--- src/rv32i_pkg.sv ---
////////////////////////////////////////////////////////////
// RV32I ISA definitions for the integer instruction path
////////////////////////////////////////////////////////////

`default_nettype none

package rv32i_pkg;

    // Architecture widths
    localparam int xlen = 32;
    localparam int ilen = 32;

    typedef logic [4:0]      reg_idx_t;
    typedef logic [xlen-1:0] word_t;

    // Major opcodes handled by the execute unit
    localparam logic [6:0] OPC_OP     = 7'b0110011;
    localparam logic [6:0] OPC_OP_IMM = 7'b0010011;
    localparam logic [6:0] OPC_LUI    = 7'b0110111;
    localparam logic [6:0] OPC_AUIPC  = 7'b0010111;

    // ALU operations by funct3
    // ADD/SUB and SRL/SRA share a code, instruction bit 30 picks one
    localparam logic [2:0] F3_ADD  = 3'b000;
    localparam logic [2:0] F3_SLL  = 3'b001;
    localparam logic [2:0] F3_SLT  = 3'b010;
    localparam logic [2:0] F3_SLTU = 3'b011;
    localparam logic [2:0] F3_XOR  = 3'b100;
    localparam logic [2:0] F3_SRL  = 3'b101;
    localparam logic [2:0] F3_OR   = 3'b110;
    localparam logic [2:0] F3_AND  = 3'b111;

    // Sticky status bits
    typedef logic [1:0] status_t;

    localparam int ST_ILLEGAL = 0;
    localparam int ST_BUS_ERR = 1;

endpackage

`default_nettype wire

--- src/axi_fetch_pkg.sv ---
////////////////////////////////////////////////////////////
// Fetch bus and instruction buffer definitions
////////////////////////////////////////////////////////////

`default_nettype none

package axi_fetch_pkg;

    import rv32i_pkg::*;

    localparam int addr_w = 32;

    typedef logic [addr_w-1:0] addr_t;

    // AXI response codes, only OKAY is accepted as good
    typedef logic [1:0] resp_t;

    localparam resp_t RESP_OKAY = 2'b00;

    localparam addr_t boot_addr = 32'h0000_0000;
    localparam int    buf_depth = 4;

    // Occupancy counter, large enough for buf_depth entries
    typedef logic [2:0] cnt_t;

    // One fetched word with the address it came from
    typedef struct packed {
        addr_t           addr;
        logic [ilen-1:0] inst;
        logic            err;
    } fetch_entry_t;

endpackage

`default_nettype wire

--- src/inst_fifo.sv ---
////////////////////////////////////////////////////////////
// Synchronous FIFO, payload type set by parameter
////////////////////////////////////////////////////////////

`timescale 1ns/100ps
`default_nettype none

module inst_fifo
    import axi_fetch_pkg::*;
#(
    parameter type payload_t = logic [31:0],
    parameter int  depth     = 4
)(
    input  logic     aclk,
    input  logic     rst,
    input  logic     push,
    input  payload_t push_data,
    input  logic     pop,
    output payload_t head_data,
    output logic     empty,
    output logic     full,
    output cnt_t     count
);

    typedef logic [$clog2(depth)-1:0] ptr_t;

    payload_t mem [depth];
    ptr_t     wr_ptr;
    ptr_t     rd_ptr;

    // Storage, no reset needed
    always_ff @(posedge aclk) begin
        if (push) begin
            mem[wr_ptr] <= push_data;
        end
    end

    always_ff @(posedge aclk) begin
        if (rst) begin
            wr_ptr <= '0;
            rd_ptr <= '0;
            count  <= '0;
        end else begin
            if (push) begin
                wr_ptr <= (wr_ptr == ptr_t'(depth - 1)) ? '0 : wr_ptr + 1'b1;
            end
            if (pop) begin
                rd_ptr <= (rd_ptr == ptr_t'(depth - 1)) ? '0 : rd_ptr + 1'b1;
            end
            case ({push, pop})
                2'b10:   count <= count + 1'b1;
                2'b01:   count <= count - 1'b1;
                default: count <= count;
            endcase
        end
    end

    assign head_data = mem[rd_ptr];
    assign empty     = (count == '0);
    assign full      = (count == cnt_t'(depth));

    // Producer and consumer must respect the flags
    assert property (@(posedge aclk) disable iff (rst) push |-> !full)
        else $error("push into a full FIFO");
    assert property (@(posedge aclk) disable iff (rst) pop |-> !empty)
        else $error("pop from an empty FIFO");

endmodule

`default_nettype wire

--- src/inst_fetch.sv ---
////////////////////////////////////////////////////////////
// AXI4-Lite read master fetching instructions in order,
// outstanding requests bounded by free buffer space
////////////////////////////////////////////////////////////

`timescale 1ns/100ps
`default_nettype none

module inst_fetch
    import rv32i_pkg::*;
    import axi_fetch_pkg::*;
(
    input  logic         aclk,
    input  logic         rst,
    input  logic         enable,
    output logic         arvalid,
    input  logic         arready,
    output addr_t        araddr,
    input  logic         rvalid,
    output logic         rready,
    input  word_t        rdata,
    input  resp_t        rresp,
    output logic         push,
    output fetch_entry_t push_data,
    input  cnt_t         buf_count
);

    addr_t pc;
    logic  ar_hs;
    logic  r_hs;
    logic  credit_ok;
    addr_t pend_addr;
    logic  pend_empty;
    logic  pend_full;
    cnt_t  pend_count;

    logic [$bits(cnt_t):0] in_use;

    assign ar_hs = arvalid && arready;
    assign r_hs  = rvalid && rready;

    // Requests in flight plus words waiting in the buffer
    assign in_use    = {1'b0, pend_count} + {1'b0, buf_count};
    assign credit_ok = (in_use < ($bits(cnt_t) + 1)'(buf_depth)) && !pend_full;

    ////////////////////////////////////////////////////////////
    // Address channel
    ////////////////////////////////////////////////////////////

    always_ff @(posedge aclk) begin
        if (rst) begin
            arvalid <= 1'b0;
            pc      <= boot_addr;
            rready  <= 1'b0;
        end else begin
            // Credit always leaves room for every R beat
            rready <= 1'b1;
            if (ar_hs) begin
                arvalid <= 1'b0;
                pc      <= pc + 32'd4;
            end else if (!arvalid && enable && credit_ok) begin
                arvalid <= 1'b1;
            end
        end
    end

    assign araddr = pc;

    // Addresses still waiting for their R beat
    inst_fifo #(
        .payload_t (addr_t),
        .depth     (buf_depth)
    ) pend_fifo_i (
        .aclk      (aclk),
        .rst       (rst),
        .push      (ar_hs),
        .push_data (pc),
        .pop       (r_hs),
        .head_data (pend_addr),
        .empty     (pend_empty),
        .full      (pend_full),
        .count     (pend_count)
    );

    ////////////////////////////////////////////////////////////
    // Read data channel
    ////////////////////////////////////////////////////////////

    // Responses come back in order, so the oldest address matches
    assign push           = r_hs && !pend_empty;
    assign push_data.addr = pend_addr;
    assign push_data.inst = rdata;
    assign push_data.err  = (rresp != RESP_OKAY);

    assert property (@(posedge aclk) disable iff (rst)
        arvalid && !arready |=> arvalid && $stable(araddr))
        else $error("AR channel changed while stalled");

endmodule

`default_nettype wire

--- src/isa_registers.sv ---
////////////////////////////////////////////////////////////
// Integer register file, 2 read and 1 write port
////////////////////////////////////////////////////////////

`timescale 1ns/100ps
`default_nettype none

module isa_registers
    import rv32i_pkg::*;
(
    input  logic     aclk,
    input  logic     rst,
    input  reg_idx_t rs1_addr,
    output word_t    rs1_val,
    input  reg_idx_t rs2_addr,
    output word_t    rs2_val,
    input  logic     rd_wr,
    input  reg_idx_t rd_addr,
    input  word_t    rd_val
);

    word_t regs [32];

    always_ff @(posedge aclk) begin
        if (rd_wr) begin
            regs[rd_addr] <= rd_val;
        end
    end

    // x0 is hardwired to zero
    assign rs1_val = (rs1_addr == '0) ? '0 : regs[rs1_addr];
    assign rs2_val = (rs2_addr == '0) ? '0 : regs[rs2_addr];

    // Execute unit filters out rd zero before the write port
    assert property (@(posedge aclk) disable iff (rst) rd_wr |-> rd_addr != '0)
        else $error("write request to x0");

endmodule

`default_nettype wire

--- src/alu_exec.sv ---
////////////////////////////////////////////////////////////
// Execute unit: decode, ALU, writeback and sticky status
////////////////////////////////////////////////////////////

`timescale 1ns/100ps
`default_nettype none

module alu_exec
    import rv32i_pkg::*;
    import axi_fetch_pkg::*;
(
    input  logic         aclk,
    input  logic         rst,
    input  logic         empty,
    input  fetch_entry_t head_data,
    output logic         pop,
    output logic         retire_valid,
    output logic         retire_rd_wr,
    output reg_idx_t     retire_rd,
    output word_t        retire_val,
    output status_t      status
);

    logic [ilen-1:0] inst;
    logic [6:0]      opcode;
    logic [2:0]      funct3;
    reg_idx_t        rd;
    reg_idx_t        rs1;
    reg_idx_t        rs2;
    word_t           rs1_val;
    word_t           rs2_val;
    word_t           imm_i;
    word_t           imm_u;
    word_t           op_b;
    word_t           alu_res;
    word_t           result;
    logic            is_op;
    logic            is_op_imm;
    logic            is_lui;
    logic            is_auipc;
    logic            legal;
    logic            exec_ok;
    logic            rd_wr;

    ////////////////////////////////////////////////////////////
    // Decode
    ////////////////////////////////////////////////////////////

    assign inst   = head_data.inst;
    assign opcode = inst[6:0];
    assign rd     = inst[11:7];
    assign funct3 = inst[14:12];
    assign rs1    = inst[19:15];
    assign rs2    = inst[24:20];

    assign imm_i = {{20{inst[31]}}, inst[31:20]};
    assign imm_u = {inst[31:12], 12'b0};

    assign is_op     = (opcode == OPC_OP);
    assign is_op_imm = (opcode == OPC_OP_IMM);
    assign is_lui    = (opcode == OPC_LUI);
    assign is_auipc  = (opcode == OPC_AUIPC);
    assign legal     = is_op || is_op_imm || is_lui || is_auipc;

    // Any status bit set means halted
    assign pop     = !empty && (status == '0);
    assign exec_ok = pop && !head_data.err && legal;
    assign rd_wr   = exec_ok && (rd != '0);

    ////////////////////////////////////////////////////////////
    // ALU
    ////////////////////////////////////////////////////////////

    assign op_b = is_op ? rs2_val : imm_i;

    always_comb begin
        case (funct3)
            F3_ADD:  alu_res = (is_op && inst[30]) ? rs1_val - op_b : rs1_val + op_b;
            F3_SLL:  alu_res = rs1_val << op_b[4:0];
            F3_SLT:  alu_res = word_t'($signed(rs1_val) < $signed(op_b));
            F3_SLTU: alu_res = word_t'(rs1_val < op_b);
            F3_XOR:  alu_res = rs1_val ^ op_b;
            // Bit 30 selects arithmetic shift for SRA and SRAI
            F3_SRL:  alu_res = inst[30] ? word_t'($signed(rs1_val) >>> op_b[4:0])
                                        : rs1_val >> op_b[4:0];
            F3_OR:   alu_res = rs1_val | op_b;
            F3_AND:  alu_res = rs1_val & op_b;
            default: alu_res = '0;
        endcase
    end

    always_comb begin
        if (is_lui) begin
            result = imm_u;
        end else if (is_auipc) begin
            result = head_data.addr + imm_u;
        end else begin
            result = alu_res;
        end
    end

    // Write lands at the pop edge, ready for the next instruction
    isa_registers isa_registers_i (
        .aclk     (aclk),
        .rst      (rst),
        .rs1_addr (rs1),
        .rs1_val  (rs1_val),
        .rs2_addr (rs2),
        .rs2_val  (rs2_val),
        .rd_wr    (rd_wr),
        .rd_addr  (rd),
        .rd_val   (result)
    );

    ////////////////////////////////////////////////////////////
    // Retire port and status
    ////////////////////////////////////////////////////////////

    always_ff @(posedge aclk) begin
        if (rst) begin
            retire_valid <= 1'b0;
            retire_rd_wr <= 1'b0;
            status       <= '0;
        end else begin
            retire_valid <= exec_ok;
            retire_rd_wr <= rd_wr;
            if (pop && head_data.err) begin
                status[ST_BUS_ERR] <= 1'b1;
            end
            if (pop && !head_data.err && !legal) begin
                status[ST_ILLEGAL] <= 1'b1;
            end
        end
    end

    always_ff @(posedge aclk) begin
        if (exec_ok) begin
            retire_rd  <= rd;
            retire_val <= result;
        end
    end

endmodule

`default_nettype wire

--- src/rv32i_core.sv ---
////////////////////////////////////////////////////////////
// RV32I instruction path: fetch, buffer and execute
////////////////////////////////////////////////////////////

`timescale 1ns/100ps
`default_nettype none

module rv32i_core
    import rv32i_pkg::*;
    import axi_fetch_pkg::*;
(
    input  logic     aclk,
    input  logic     rst,
    input  logic     enable,
    // Instruction fetch bus, read channels only
    output logic     arvalid,
    input  logic     arready,
    output addr_t    araddr,
    input  logic     rvalid,
    output logic     rready,
    input  word_t    rdata,
    input  resp_t    rresp,
    // Writeback report
    output logic     retire_valid,
    output logic     retire_rd_wr,
    output reg_idx_t retire_rd,
    output word_t    retire_val,
    output status_t  status
);

    logic         buf_push;
    fetch_entry_t buf_push_data;
    logic         buf_pop;
    fetch_entry_t buf_head;
    logic         buf_empty;
    cnt_t         buf_count;

    inst_fetch inst_fetch_i (
        .aclk      (aclk),
        .rst       (rst),
        .enable    (enable),
        .arvalid   (arvalid),
        .arready   (arready),
        .araddr    (araddr),
        .rvalid    (rvalid),
        .rready    (rready),
        .rdata     (rdata),
        .rresp     (rresp),
        .push      (buf_push),
        .push_data (buf_push_data),
        .buf_count (buf_count)
    );

    // Full flag unused, fetch credit keeps the buffer from filling over
    inst_fifo #(
        .payload_t (fetch_entry_t),
        .depth     (buf_depth)
    ) inst_buffer_i (
        .aclk      (aclk),
        .rst       (rst),
        .push      (buf_push),
        .push_data (buf_push_data),
        .pop       (buf_pop),
        .head_data (buf_head),
        .empty     (buf_empty),
        .full      (),
        .count     (buf_count)
    );

    alu_exec alu_exec_i (
        .aclk         (aclk),
        .rst          (rst),
        .empty        (buf_empty),
        .head_data    (buf_head),
        .pop          (buf_pop),
        .retire_valid (retire_valid),
        .retire_rd_wr (retire_rd_wr),
        .retire_rd    (retire_rd),
        .retire_val   (retire_val),
        .status       (status)
    );

endmodule

`default_nettype wire

--- config.mk ---
export PLATFORM = sky130hd
export DESIGN_NAME = rv32i_core
export DESIGN_NICKNAME = d
export VERILOG_FILES = /design/src/rv32i_pkg.sv /design/src/axi_fetch_pkg.sv /design/src/inst_fifo.sv /design/src/inst_fetch.sv /design/src/isa_registers.sv /design/src/alu_exec.sv /design/src/rv32i_core.sv
export SDC_FILE = /design/constraint.sdc
export NUM_CORES = 2
export LEC_CHECK = 0
export BUFFER_PORTS_ARGS = -buffer_cell sky130_fd_sc_hd__buf_4
export CORE_MARGIN = 2
export CORE_UTILIZATION = 30
export CTS_BUF_LIST = sky130_fd_sc_hd__clkbuf_2
export CTS_CLUSTER_SIZE = 25
export DETAILED_ROUTE_END_ITERATION = 16
export GPL_TIMING_DRIVEN = 0
export HOLD_SLACK_MARGIN = 0.06
export MAX_ROUTING_LAYER = met4
export PLACE_DENSITY = 0.5
export SLEW_MARGIN = 5
export SYNTH_ARGS = -nofsm -noshare
export SYNTH_HDL_FRONTEND = slang
export SYNTH_HIERARCHICAL = 1
export SYNTH_SLANG_ARGS = --single-unit
--- constraint.sdc ---
create_clock -name aclk -period 14.95 [get_ports aclk]
set_input_delay 0.7475 -clock aclk [delete_from_list [all_inputs] [get_ports aclk]]
set_output_delay 0.7475 -clock aclk [all_outputs]
set_load 0.01 [all_outputs]
# Word level (Yosys, flattened, before mapping)
# Memories as Yosys holds them, arrays and structs flattened. A register that Yosys moved wholly into a read port is not among the register bits.
# Index checks and enable logic that the tools add are counted.
totals:
  register_bits: 89
  latchBits: 0
  ramBits: 1412
  mem_bits_ro: 0
  inputBits: 39
  output_inout_bits: 75
  elab_cells: 118
  memories: 3
mem_list:
  columns: ["memory", "depth", "word_bits", "read_ports", "rd_ports_with_merged_regs", "wr", "line_no", "rtl"]
  rows:
  - ["alu_exec_i.isa_registers_i.regs", 32, 32, 2, 0, 1, "isa_registers.sv:22", "word_t regs [32];"]
  - ["inst_buffer_i.mem", 4, 65, 1, 1, 1, "inst_fifo.sv:27", "payload_t mem [depth];"]
  - ["inst_fetch_i.pend_fifo_i.mem", 4, 32, 1, 1, 1, "inst_fifo.sv:27", null]
classes:
  n_addsub: 13
  mul: 0
  div_mod_pow: 0
  order_cmp: 3
  eq_ne: 20
  shifts: 3
  muxes: 25
  n_bitwise: 3
  n_reduce_logical: 33
op_table:
  columns: ["operator", "n"]
  rows:
  - ["case mux 32 bit (8 select lines)", 1]
  - ["two-way mux 32 bit", 7]
  - ["adder 32 bit", 2]
  - ["less-than comparator 32 bit", 2]
  - ["adder 32 x 3 -> 32 bit, second input constant", 1]
  - ["bitwise AND 32 bit", 1]
  - ["OR 32 bit", 1]
  - ["<< shifter 32 x 5 -> 32 bit", 1]
  - ["right shift 32 x 5 -> 32 bit", 1]
  - [">>> shifter 32 x 5 -> 32 bit", 1]
  - ["subtractor 32 bit", 1]
  - ["bitwise XOR 32 bit", 1]
  - ["two-way mux 2 bit", 8]
  - ["equality test 3 bit, second input constant", 5]
  - ["equality test 7 x 5 -> 1 bit, second input constant", 2]
  - ["equality test 7 x 6 -> 1 bit, second input constant", 2]
  - ["logical AND 1 bit", 13]
  - ["equality test 2 bit, second input constant", 6]
  - ["case mux 3 bit (2 select lines)", 2]
  - ["zero test 5 bit", 2]
  - ["zero test 3 bit", 3]
  - ["adder 2 x 1 -> 2 bit, second input constant", 4]
  - ["two-way mux 1 bit", 7]
  - ["adder 3 x 1 -> 3 bit, second input constant", 2]
  - ["other kinds (12)", 24]

# Logic depth before layout (Yosys ltp)
logic_depth:
  ltp_word: 8
  depth_mapped: 31
  depth_no_buf: 20

# Hierarchy
# Netlist, hierarchy kept.
by_module_without_submodules:
  columns: ["mod", "n_inst", "cells_per_inst", "area_each_um2", "seq_area_each_um2"]
  rows:
  - ["isa_registers", 1, 2400, 46960.0, 30749.5]
  - ["alu_exec", 1, 1818, 12436.9, 1191.1]
  - ["inst_fifo (inst_buffer_i)", 1, 387, 9872.0, 7987.7]
  - ["inst_fifo (inst_fetch_i.pend_fifo_i)", 1, 215, 5106.1, 4023.9]
  - ["inst_fetch", 1, 214, 1835.5, 640.6]

# Worst setup path before layout
# Ideal clock, no wire load.
synth_timing:
  path_type: "register -> register"
  start: "reg (tool-made name)"
  end: "mem alu_exec_i/isa_registers_i/regs[0][8] (netlist bit) (data pin)"
  setup_ps: 499
  t_arrival_ps: 7109
  required_ps: 14451
  path_slack_ps: 7342
  path_stages_with_launch: 30
  n_path_buf: 10
  period_less_slack_ps: 7608
  cell_sequence: "dfxtp_1 -> buf_6 -> buf_12 -> mux4_2 -> buf_2 -> or3_1 -> clkbuf_1 -> clkbuf_1 -> clkbuf_1 -> o221ai_1 -> a211oi_1 -> nor3_1 -> nand3_1 -> and2_1 -> buf_2 -> inv_2 -> buf_2 -> buf_1 -> buf_1 -> ha_1 -> o21ai_0 -> a21oi_1 -> or2_2 -> a21o_1 -> a21o_1 -> a21o_1 -> nand2_1 -> nand2_1 -> xnor2_1 -> a311oi_1"
synth_rtl:
  columns: ["element", "line_no"]
  rows:
  - ["end: declaration", "isa_registers.sv:22"]

==> metrics.md <==
| Metric | Value |
|---|---|
| GR Overflow Total | `0` |
| R2R depth | `28` |
| Min Tclk post-route | `12.53 ns` |
| Hold path depth | `5` |
| Critical path peak fanout | `18` |
| CTS root buffer | `clkbuf_2` |
| Worst Slack Setup Final | `2.417 ns` |
| Clk buf depth | `4` |
| DRT Pass-1 Iters | `8` |
| DP Worst Slack | `3.112 ns` |
| Critical Path Max Stage Delay | `1.28 ns` |
| Post-CTS Repair Setup Buffers | `0` |
| Vias per cell | `5.857` |
| Mapped Area | `76200 µm²` |
| Synthesized instance count | `5033` |
| Reg2reg setup slack | `2.42 ns` |
| Reg2reg end | `alu_exec_i/isa_registers_i/regs[7][25]$_DFFE_PP_` |
| Fin util | `34.65%` |
| Largest net degree at the start of global routing | `50` |
| Leakage | `29.75 nW` |
| Initial antenna violation count | `29` |
| Number of buffers created by CTS | `382` |
| Core ar. | `253500 µm²` |
| Worst-Skew Late Latency | `1.91 ns` |
| Die ar. | `258100 µm²` |
| CP arrival | `13.94 ns` |
| Sequential power share | `30.5%` |
| Vias | `54690` |
| Hold EP | `inst_fetch_i/pend_fifo_i/rd_ptr[1]$_SDFFE_PP0P_` |
| CP Launch Type | `flop` |
| Vias in the first global route | `54010` |
| Slew Viols, Final | `3` |
| Hold Path Origin | `rvalid` |
| Unrepaired setup endpoints after global routing | `no` |
| Starting Density | `30.07%` |
| Final HPWL DP | `235600 µm` |
| Share of post-route cells with drive strength above 1 | `27.27%` |
| Logic pwr share | `54.0%` |
| Gpl congestion | `1.017` |
| Rel. slew slack | `-9.864%` |
| Routed Antenna Nets | `0` |
| CTS tree | `yes` |
| Clock slew at reported path FFs | `0.11 ns` |
| Period utilization | `83.83%` |
| Drt wl/cell | `34.52 µm` |
| Total Wirelength | `322300 µm` |
| Pwr dens | `205.5 nW/µm²` |
| GRT Util Overall | `25.15%` |
| Worst hold slack | `0.2876 ns` |
| Sw Ratio | `47.84%` |
| Crit end category | `flop` |
| Finish-stage setup viols | `0` |
| MaxCap Viol Count | `3` |
| Worst min path class | `input pin to flop` |
| CP required | `16.35 ns` |
| Fin nets | `5857` |
| Row count | `185` |
| Total power | `18.05 mW` |
| Synth warnings | `6` |
| Status | `finished, violations left` |
| Net switching power | `8.634 mW` |
| Syn Area/Cell | `15.14 µm²` |
| CTS H-tree lvls | `5` |
| Number of top-level pins | `114` |
| Internal power | `9.414 mW` |
| First-pass GRT wire length | `437700 µm` |
| Hold Vio Cnt, Final | `0` |
| PostCTS Resize Cnt | `0` |
| Chip Height | `508 µm` |
| CP max stage cell | `a2111oi_0` |
| Clock power frac | `15.5%` |
| Crit path kind | `flop to flop` |
| Drc violations | `0` |
| Crit path top cell by count | `buf_2` |
| Die X-Extent | `508 µm` |
| Fmax | `79.79 MHz` |
| Clock sink total | `1503` |
| Failing checks | `max-capacitance violations, max-slew violations` |
| IO buf count | `79` |
| Area Overhead vs Synth | `15.26%` |
| Worst-Margin Slew | `1.606 ns` |
| Clock Skew | `0.3940 ns` |
| Initial drt markers | `7296` |
| Peak VDD IR | `136.9 µV` |
==> worst max-delay path: cells and delay by family (launching register included) <==
family	cells	cell delay, ns
AOI/OAI and AO/OA	6	3.51
xor gates and xnor gates	1	0.22
adders and majority gates	1	0.28
buffers and inverters	13	5.23
DFF	1	0.36
muxes	1	0.40
and+or+nand+nor	6	2.09
==> worst max-delay path by stage <==
stage                                                                    to  slack [ns]  depth (start not counted)
final                      alu_exec_i/isa_registers_i/regs[7][25]$_DFFE_PP_        2.42                         28
after global routing       alu_exec_i/isa_registers_i/regs[7][25]$_DFFE_PP_        2.47                         28
after CTS                  alu_exec_i/isa_registers_i/regs[2][15]$_DFFE_PP_        2.84                         29
after detailed placement                alu_exec_i/retire_val[15]$_DFFE_PP_        3.11                         29
after global placement    alu_exec_i/isa_registers_i/regs[27][21]$_DFFE_PP_       -1.18                         19
after floorplan             alu_exec_i/isa_registers_i/regs[0][8]$_DFFE_PP_        7.34                         29
==> area by class of cell <==
class | count | area [µm²]
Fill cell | 24670 | 165600
Sequential cell | 1503 | 44590
Multi-Input combinational cell | 2977 | 29600
Tap cell | 3366 | 4212
Timing Repair Buffer | 263 | 3373
Clock buffer | 525 | 2628
Buffer | 398 | 2118
Clock inverter | 118 | 638.1
Inverter | 164 | 618.1
Antenna cell | 23 | 57.56
==> per-layer routing <==
layer	up-vias	GRT usage, %	share of wire, %
li1	22090	-	-
met1	28380	32.22	40
met2	3466	36.59	44
met3	751	6.450	10
met4	0	13.22	6.2
met5	-	-	0
==> power by group through the flow <==
stage          Clock, mW  Combinational (mW)  Sequential [mW]
5_1_grt             3.02                9.93             5.51
3_3_place_gp           0                8.71             5.76
6_report            2.79                9.76             5.50
4_1_cts             2.82                9.45             5.50
2_1_floorplan          0                4.63             5.63
3_5_place_dp           0                9.41             5.60
==> state kept, by name, indices dropped and copies added, names as in the netlist, 3 cells and up, named ones only <==
register,flops
alu_exec_i/isa_registers_i/regs,1024
inst_fetch_i/pend_fifo_i/mem,128
inst_fetch_i/pend_fifo_i/count,3
inst_fetch_i/araddr,30
alu_exec_i/retire_rd,5
inst_buffer_i/count,3
inst_buffer_i/mem,260
alu_exec_i/retire_val,32
==> layout by cell type (no fill, tap or decap), types with 139 or more instances in the layout <==
master,instances
a21oi_1,246
buf_4,154
clkbuf_1,190
clkbuf_2,527
edfxtp_1,1449
inv_1,156
mux2i_1,272
mux4_2,523
nand2_1,243
nor2_1,184
o21ai_0,139
==> per-stage QoR <==
step	std cells	instance area [µm²]	setup TNS [ns]
global placement	8487	81040	-60.08
floorplan	5042	76240	0
finish	9337	87830	0
CTS	9314	87770	0
global route	9333	87820	0
detailed placement	8596	83760	0
==> timing repair <==
action                                  CTS  global route
hold endpoints to repair                327             0
hold buffers                             75             0
endpoints found under the setup margin    0             0
(Power assumes the default switching activity.)
